===== config.mk =====
export PLATFORM = sky130hd
export DESIGN_NAME = mdu_top
export DESIGN_NICKNAME = d
export VERILOG_FILES = /design/src/mdu_pkg.sv /design/src/multiplier_multicycle.sv /design/src/divider_multicycle.sv /design/src/mdu_control.sv /design/src/mdu_top.sv
export VERILOG_INCLUDE_DIRS = /design/src
export SDC_FILE = /design/constraint.sdc
export NUM_CORES = 2
export LEC_CHECK = 0
export BUFFER_PORTS_ARGS = -buffer_cell sky130_fd_sc_hd__clkbuf_2
export CAP_MARGIN = 20
export CELL_PAD_IN_SITES_DETAIL_PLACEMENT = 1
export CELL_PAD_IN_SITES_GLOBAL_PLACEMENT = 1
export CORE_UTILIZATION = 53
export DETAILED_ROUTE_END_ITERATION = 10
export PLACE_DENSITY_LB_ADDON = 0.1
export SKIP_CTS_REPAIR_TIMING = 1
export SLEW_MARGIN = 30
export SYNTH_ARGS = -nofsm -noshare
export SYNTH_HDL_FRONTEND = slang
export SYNTH_SLANG_ARGS = --single-unit

===== constraint.sdc =====
create_clock -name clk -period 25.8 [get_ports clk]
set_clock_uncertainty 0.15 [all_clocks]
set_input_delay 6.45 -clock clk [delete_from_list [all_inputs] [get_ports clk]]
set_output_delay 6.45 -clock clk [all_outputs]
set_load 0.01 [all_outputs]

===== src/mdu_macros.svh =====
`ifndef MDU_MACROS_SVH
`define MDU_MACROS_SVH

// Datapath width of the RV64 integer registers.
`define MDU_XLEN 64

// One result bit per cycle in both cores.
`define MDU_ITERATIONS 64

`endif


===== src/mdu_pkg.sv =====
`default_nettype none

`include "mdu_macros.svh"

package mdu_pkg;

    // Register words.
    typedef logic [`MDU_XLEN-1:0] u64;
    typedef logic signed [`MDU_XLEN-1:0] i64;

    // Full-width product of two words.
    typedef logic [2*`MDU_XLEN-1:0] u128;

    // Encoding follows funct3 of the OP opcode with funct7 = 0000001.
    typedef enum logic [2:0] {
        OP_MUL    = 3'b000, // Low word, sign agnostic.
        OP_MULH   = 3'b001, // High word, signed x signed.
        OP_MULHSU = 3'b010, // High word, signed x unsigned.
        OP_MULHU  = 3'b011, // High word, unsigned x unsigned.
        OP_DIV    = 3'b100,
        OP_DIVU   = 3'b101,
        OP_REM    = 3'b110,
        OP_REMU   = 3'b111
    } mdu_op_t;

endpackage

`default_nettype wire


===== src/multiplier_multicycle.sv =====
`default_nettype none

`include "mdu_macros.svh"

module multiplier_multicycle (
    input  logic         clk,
    input  logic         reset,
    input  logic         start,
    input  mdu_pkg::u64  a,
    input  mdu_pkg::u64  b,
    output logic         done,
    output mdu_pkg::u128 product
);
    import mdu_pkg::*;

    localparam int COUNT_W = $clog2(`MDU_ITERATIONS + 1);

    logic                 running;
    logic [COUNT_W-1:0]   count;
    u64                   mcand;
    logic [2*`MDU_XLEN:0] acc;      // Upper half plus carry, multiplier below.
    logic [`MDU_XLEN:0]   upper_sum;
    logic [2*`MDU_XLEN:0] acc_next;

    // One shift-add step.
    always_comb begin
        upper_sum = acc[2*`MDU_XLEN:`MDU_XLEN];
        if (acc[0]) begin
            upper_sum = upper_sum + {1'b0, mcand};
        end
        acc_next = {1'b0, upper_sum, acc[`MDU_XLEN-1:1]};
    end

    always_ff @(posedge clk) begin
        if (reset) begin
            running <= 1'b0;
            count   <= '0;
            done    <= 1'b0;
        end else begin
            done <= 1'b0;
            if (start) begin
                running <= 1'b1;
                count   <= COUNT_W'(`MDU_ITERATIONS);
            end else if (running) begin
                count <= count - 1'b1;
                if (count == COUNT_W'(1)) begin
                    running <= 1'b0; // Last step on this edge.
                    done    <= 1'b1;
                end
            end
        end
    end

    always_ff @(posedge clk) begin
        if (start) begin
            acc   <= {{(`MDU_XLEN + 1){1'b0}}, a};
            mcand <= b;
        end else if (running) begin
            acc <= acc_next;
        end
    end

    // Held until the next start.
    assign product = acc[2*`MDU_XLEN-1:0];

endmodule

`default_nettype wire


===== src/divider_multicycle.sv =====
`default_nettype none

`include "mdu_macros.svh"

module divider_multicycle (
    input  logic        clk,
    input  logic        reset,
    input  logic        start,
    input  mdu_pkg::u64 dividend,
    input  mdu_pkg::u64 divisor,
    output logic        done,
    output mdu_pkg::u64 quotient,
    output mdu_pkg::u64 remainder
);
    import mdu_pkg::*;

    localparam int COUNT_W = $clog2(`MDU_ITERATIONS + 1);

    logic                 running;
    logic [COUNT_W-1:0]   count;
    u64                   rem;     // Partial remainder.
    u64                   quo;     // Dividend bits out, quotient bits in.
    u64                   dvsr;
    logic [`MDU_XLEN:0]   shifted;
    logic [`MDU_XLEN+1:0] diff;
    logic                 fits;

    // Trial subtraction of one restoring step.
    always_comb begin
        shifted = {rem, quo[`MDU_XLEN-1]};
        diff    = {1'b0, shifted} - {2'b00, dvsr};
        fits    = ~diff[`MDU_XLEN+1];
    end

    always_ff @(posedge clk) begin
        if (reset) begin
            running <= 1'b0;
            count   <= '0;
            done    <= 1'b0;
        end else begin
            done <= 1'b0;
            if (start) begin
                running <= 1'b1;
                count   <= COUNT_W'(`MDU_ITERATIONS);
            end else if (running) begin
                count <= count - 1'b1;
                if (count == COUNT_W'(1)) begin
                    running <= 1'b0;
                    done    <= 1'b1;
                end
            end
        end
    end

    // A zero divisor always fits, so the quotient fills with ones
    // and the remainder collects the dividend.
    always_ff @(posedge clk) begin
        if (start) begin
            rem  <= '0;
            quo  <= dividend;
            dvsr <= divisor;
        end else if (running) begin
            if (fits) begin
                rem <= diff[`MDU_XLEN-1:0];
                quo <= {quo[`MDU_XLEN-2:0], 1'b1};
            end else begin
                rem <= shifted[`MDU_XLEN-1:0]; // Restore.
                quo <= {quo[`MDU_XLEN-2:0], 1'b0};
            end
        end
    end

    assign quotient  = quo;
    assign remainder = rem;

endmodule

`default_nettype wire


===== src/mdu_control.sv =====
`default_nettype none

`include "mdu_macros.svh"

module mdu_control (
    input  logic             clk,
    input  logic             reset,
    input  logic             valid,
    input  mdu_pkg::mdu_op_t op,
    input  mdu_pkg::u64      a,
    input  mdu_pkg::u64      b,
    input  logic             mul_done,
    input  mdu_pkg::u128     mul_product,
    input  logic             div_done,
    input  mdu_pkg::u64      div_quotient,
    input  mdu_pkg::u64      div_remainder,
    output logic             busy,
    output logic             done,
    output logic             mul_start,
    output logic             div_start,
    output mdu_pkg::u64      mul_a,
    output mdu_pkg::u64      mul_b,
    output mdu_pkg::u64      div_dividend,
    output mdu_pkg::u64      div_divisor,
    output mdu_pkg::u64      result
);
    import mdu_pkg::*;

    logic    accept;
    logic    a_signed;
    logic    b_signed;
    logic    is_div;
    logic    a_neg;
    logic    b_neg;
    logic    neg_in;
    u64      mag_a_in;
    u64      mag_b_in;

    mdu_op_t op_q;
    u64      mag_a;
    u64      mag_b;
    logic    neg_q;
    logic    div_zero_q;

    u128     product_fixed;
    u64      quotient_fixed;
    u64      remainder_fixed;
    u64      dividend_orig;
    u64      result_next;

    assign accept = valid && !busy; // Strobes while busy are dropped.

    // Operand decode.
    always_comb begin
        a_signed = 1'b0;
        b_signed = 1'b0;
        case (op)
            OP_MULH, OP_DIV, OP_REM: begin
                a_signed = 1'b1;
                b_signed = 1'b1;
            end
            OP_MULHSU: a_signed = 1'b1;
            default: ;
        endcase
        is_div   = op inside {OP_DIV, OP_DIVU, OP_REM, OP_REMU};
        a_neg    = a_signed && (i64'(a) < 0);
        b_neg    = b_signed && (i64'(b) < 0);
        mag_a_in = a_neg ? -a : a;
        mag_b_in = b_neg ? -b : b; // Most negative maps onto itself.
        if (op == OP_REM) begin
            neg_in = a_neg; // Remainder follows the dividend.
        end else begin
            neg_in = a_neg ^ b_neg;
        end
    end

    // Sign fixup and result select.
    always_comb begin
        product_fixed   = neg_q ? -mul_product : mul_product;
        quotient_fixed  = neg_q ? -div_quotient : div_quotient;
        remainder_fixed = neg_q ? -div_remainder : div_remainder;
        dividend_orig   = neg_q ? -mag_a : mag_a;
        case (op_q)
            OP_MUL: result_next = product_fixed[`MDU_XLEN-1:0];
            OP_MULH, OP_MULHSU, OP_MULHU: begin
                result_next = product_fixed[2*`MDU_XLEN-1:`MDU_XLEN];
            end
            OP_DIV, OP_DIVU: result_next = div_zero_q ? '1 : quotient_fixed;
            default: result_next = div_zero_q ? dividend_orig : remainder_fixed;
        endcase
    end

    always_ff @(posedge clk) begin
        if (reset) begin
            busy      <= 1'b0;
            done      <= 1'b0;
            mul_start <= 1'b0;
            div_start <= 1'b0;
            result    <= '0;
        end else begin
            done      <= 1'b0;
            mul_start <= 1'b0;
            div_start <= 1'b0;
            if (accept) begin
                busy      <= 1'b1;
                mul_start <= !is_div;
                div_start <= is_div;
            end else if (busy && (mul_done || div_done)) begin
                busy   <= 1'b0;
                done   <= 1'b1;
                result <= result_next;
            end
        end
    end

    always_ff @(posedge clk) begin
        if (accept) begin
            op_q       <= op;
            mag_a      <= mag_a_in;
            mag_b      <= mag_b_in;
            neg_q      <= neg_in;
            div_zero_q <= (b == '0);
        end
    end

    // Only the started core uses these magnitudes.
    assign mul_a        = mag_a;
    assign mul_b        = mag_b;
    assign div_dividend = mag_a;
    assign div_divisor  = mag_b;

endmodule

`default_nettype wire


===== src/mdu_top.sv =====
`default_nettype none

module mdu_top (
    input  logic             clk,
    input  logic             reset,
    input  logic             valid,
    input  mdu_pkg::mdu_op_t op,
    input  mdu_pkg::u64      a,
    input  mdu_pkg::u64      b,
    output logic             busy,
    output logic             done,
    output mdu_pkg::u64      result
);
    import mdu_pkg::*;

    logic mul_start;
    logic mul_done;
    u64   mul_a;
    u64   mul_b;
    u128  mul_product;
    logic div_start;
    logic div_done;
    u64   div_dividend;
    u64   div_divisor;
    u64   div_quotient;
    u64   div_remainder;

    mdu_control mdu_control_inst (
        .clk           (clk),
        .reset         (reset),
        .valid         (valid),
        .op            (op),
        .a             (a),
        .b             (b),
        .mul_done      (mul_done),
        .mul_product   (mul_product),
        .div_done      (div_done),
        .div_quotient  (div_quotient),
        .div_remainder (div_remainder),
        .busy          (busy),
        .done          (done),
        .mul_start     (mul_start),
        .div_start     (div_start),
        .mul_a         (mul_a),
        .mul_b         (mul_b),
        .div_dividend  (div_dividend),
        .div_divisor   (div_divisor),
        .result        (result)
    );

    multiplier_multicycle multiplier_multicycle_inst (
        .clk     (clk),
        .reset   (reset),
        .start   (mul_start),
        .a       (mul_a),
        .b       (mul_b),
        .done    (mul_done),
        .product (mul_product)
    );

    divider_multicycle divider_multicycle_inst (
        .clk       (clk),
        .reset     (reset),
        .start     (div_start),
        .dividend  (div_dividend),
        .divisor   (div_divisor),
        .done      (div_done),
        .quotient  (div_quotient),
        .remainder (div_remainder)
    );

endmodule

`default_nettype wire


==> impl_metrics.toml <==
[routing]
dr_total_vias = 38400
via_per_inst = 6.69
dr.first_iter.drc_count = 3899
avgRoutedWirePerCell_um = 27.5
drtPass1Iterations = 8
drcViolationCount = 0
wl_mm = 158
ant_nets = 0

[clock_network]
numCtsBuffers = 72
cts_tree = "done"
cts.sinks = 603
h-tree-depth = 3
cts_buffer_depth = 3
clock-root-buffer = "clkbuf_16"
clkTransAtPathRegs_ps = 60
clk_latency_ps = 640

[critical_path]
cp-end-kind = "register"
start_kind = "input pin"
cp.arrival_ps = 10080
slowest_stage = "nor3b_1"
reg2regPathDepth = 13
crit_buf_inv = 1
crit_type = "input pin to register"
cp.required_ps = 26020
crit_family = "simple AND/OR/NAND/NOR gates"
path_cells = "clkbuf_2, or3_1, or3_1, nor3b_1, nand3b_1, nor3_1, and2_1, nand2b_1, nor3b_1, nand2_1, o41ai_1, xnor2_1"
cp_max_fo = 4
r2r_start = "multiplier_multicycle_inst.acc[0]"
r2r_slack_ps = 20150
slowest_delay_ps = 520
rr_endpoint = "mdu_control_inst.result[36]"

[floorplan]
die_h_um = 280
fp.dieW_um = 280
row_count = 101
start_util = 0.538
ios = 200
die-area_mm2 = 0.0786
core_mm2 = 0.0763

[worst_hold_path]
min_to = "divider_multicycle_inst.dvsr[22]"
hold_class = "register to register"
hold_depth = 0
hold_start = "mdu_control_inst.div_divisor[22]"

[global_routing]
first_global_vias = 38400
grt_pass1_wl_mm = 236
antenna_found_initial = 5
grt_overflow_total = 0
grtUsageTotal = 0.395
grt_max_degree = 168

[yosys]
synth-edff-count = 389
yosysSeqAreaShare = 0.389
yosysWarnings = 0
synth_cell_types = 87
synthTopCellsByArea = "edfxtp_1 (28%), dfxtp_1 (10%), xnor2_1 (6.5%), xor2_1 (5.0%), ha_1 (4.2%)"
synth_fp_nets = 4831
ys_ff_latch = 603
synthFlopType = "edfxtp_1"
synthCells = 4557
netlist.area_leader.share = 0.284
yosys.area.top_type = "edfxtp_1"
syn_area_per_cell_um2 = 9.02
synth_area_mm2 = 0.0411
ys_async_sr_fraction = 0

[finish]
final_nets = 4917
multi_input_area_mm2 = 0.0237
regArea_mm2 = 0.0160
layout_commonest_cell = "nor2_1"
layout-drive-gt1-share = 0.124
area_growth_pct = 10.8
fillers = 8877
layout_common_cells = "nor2_1 (408), edfxtp_1 (389), nand2_1 (367)"

[power_and_ir_drop]
power_mw = 3.92
ir_drop_mv = 0.0797
powerDensity_mw_per_mm2 = 86.1
power_leakage_nw = 16.9

[sta]
tightest_slew_ps = 1020
rsz0062_at_grt = "no"
timing.final.crit_share = 0.382
finalSetupTns_ps = 0
finalHoldViolations = 0
final-setup-viol-count = 0
slew_headroom = 0.320
fmax_mhz = 101
hold_slack_ps = 302
final-max-slew-violation-count = 0
min_period_ps = 9860

[placed_design]
dpl.hpwl_mm = 118
gp_congestion = 1.01
port_buffers = 199

[run]
cap_viol_max_count = 0

[outcome]
status = "finished, final reports clean"
[where the power goes]
part / total, mW / switching, mW / leakage (nW) / internal, mW
Combinational: 1.45 / 0.895 / 10.3 / 0.557
Sequential: 1.38 / 0.232 / 5.38 / 1.15
Clock: 1.09 / 0.441 / 1.20 / 0.646
[Yosys cell counts (125+ instances only)]
cell        n
a21oi_1   308
clkbuf_1  231
dfxtp_1   214
edfxtp_1  389
ha_1      138
inv_1     142
mux2_2    125
nand2_1   368
nor2_1    413
nor3_1    130
o21ai_0   319
xnor2_1   305
xor2_1    234
[worst max-delay path by stage]
| stage | start | end | slack (ps) | cells past startpoint |
|---|---|---|---|---|
| after floorplan | valid | mdu_control_inst.div_dividend[0] | 12760 | 1 |
| after global placement | b[28] | mdu_control_inst.div_divisor[62] | 15670 | 12 |
| after detailed placement | b[28] | mdu_control_inst.div_divisor[62] | 15340 | 12 |
| after CTS | b[28] | mdu_control_inst.div_divisor[62] | 16000 | 12 |
| after global routing | b[28] | mdu_control_inst.div_divisor[62] | 15610 | 12 |
| final | b[28] | mdu_control_inst.div_divisor[62] | 15940 | 12 |
[cell type report]
type / instances / area share
Sequential cell: 603 / 0.351
Multi-Input combinational cell: 3551 / 0.520
Timing Repair Buffer: 272 / 0.0349
Antenna cell: 4 / 0.000220
Tap cell: 1030 / 0.0283
Clock inverter: 39 / 0.0103
Inverter: 143 / 0.0118
Clock buffer: 94 / 0.0437
[through the flow]
step	instance area, µm²	cells	util	worst slack [ps]
floorplan	41100	4557	-	12760
detailed placement	43000	5597	0.563	15340
global route	45500	5736	0.597	15610
global placement	43000	5597	0.563	15670
finish	45500	5736	0.597	15940
CTS	45500	5730	0.596	16000
[state kept, by name, summed over array words and instances (netlist names), 3 cells and up]
name,cells
divider_multicycle_inst.count,7
divider_multicycle_inst.dvsr,64
divider_multicycle_inst.quotient,64
divider_multicycle_inst.remainder,64
mdu_control_inst.div_dividend,64
mdu_control_inst.div_divisor,64
mdu_control_inst.op_q,3
mdu_control_inst.result,64
multiplier_multicycle_inst.acc,128
multiplier_multicycle_inst.count,7
multiplier_multicycle_inst.mcand,64
[logic make-up after synthesis]
| kind of cell | count (synthesis) | synth area share |
|---|---|---|
| simple gates | 1382 | 0.163 |
| compound gates | 1314 | 0.207 |
| flops | 603 | 0.389 |
| xor+xnor | 539 | 0.115 |
| buf+inv | 403 | 0.0371 |
| mux | 176 | 0.0470 |
| fa+ha+maj | 140 | 0.0430 |
[per-layer routing]
| layer | global-route usage | share of wire | vias to the layer above |
|---|---|---|---|
| li1 | - | - | 17100 |
| met1 | 0.501 | 0.40 | 18900 |
| met2 | 0.625 | 0.46 | 1890 |
| met3 | 0.0799 | 0.084 | 497 |
| met4 | 0.230 | 0.064 | 2 |
| met5 | 0 | 0.000082 | - |
Power figures use the tool's default switching activity.
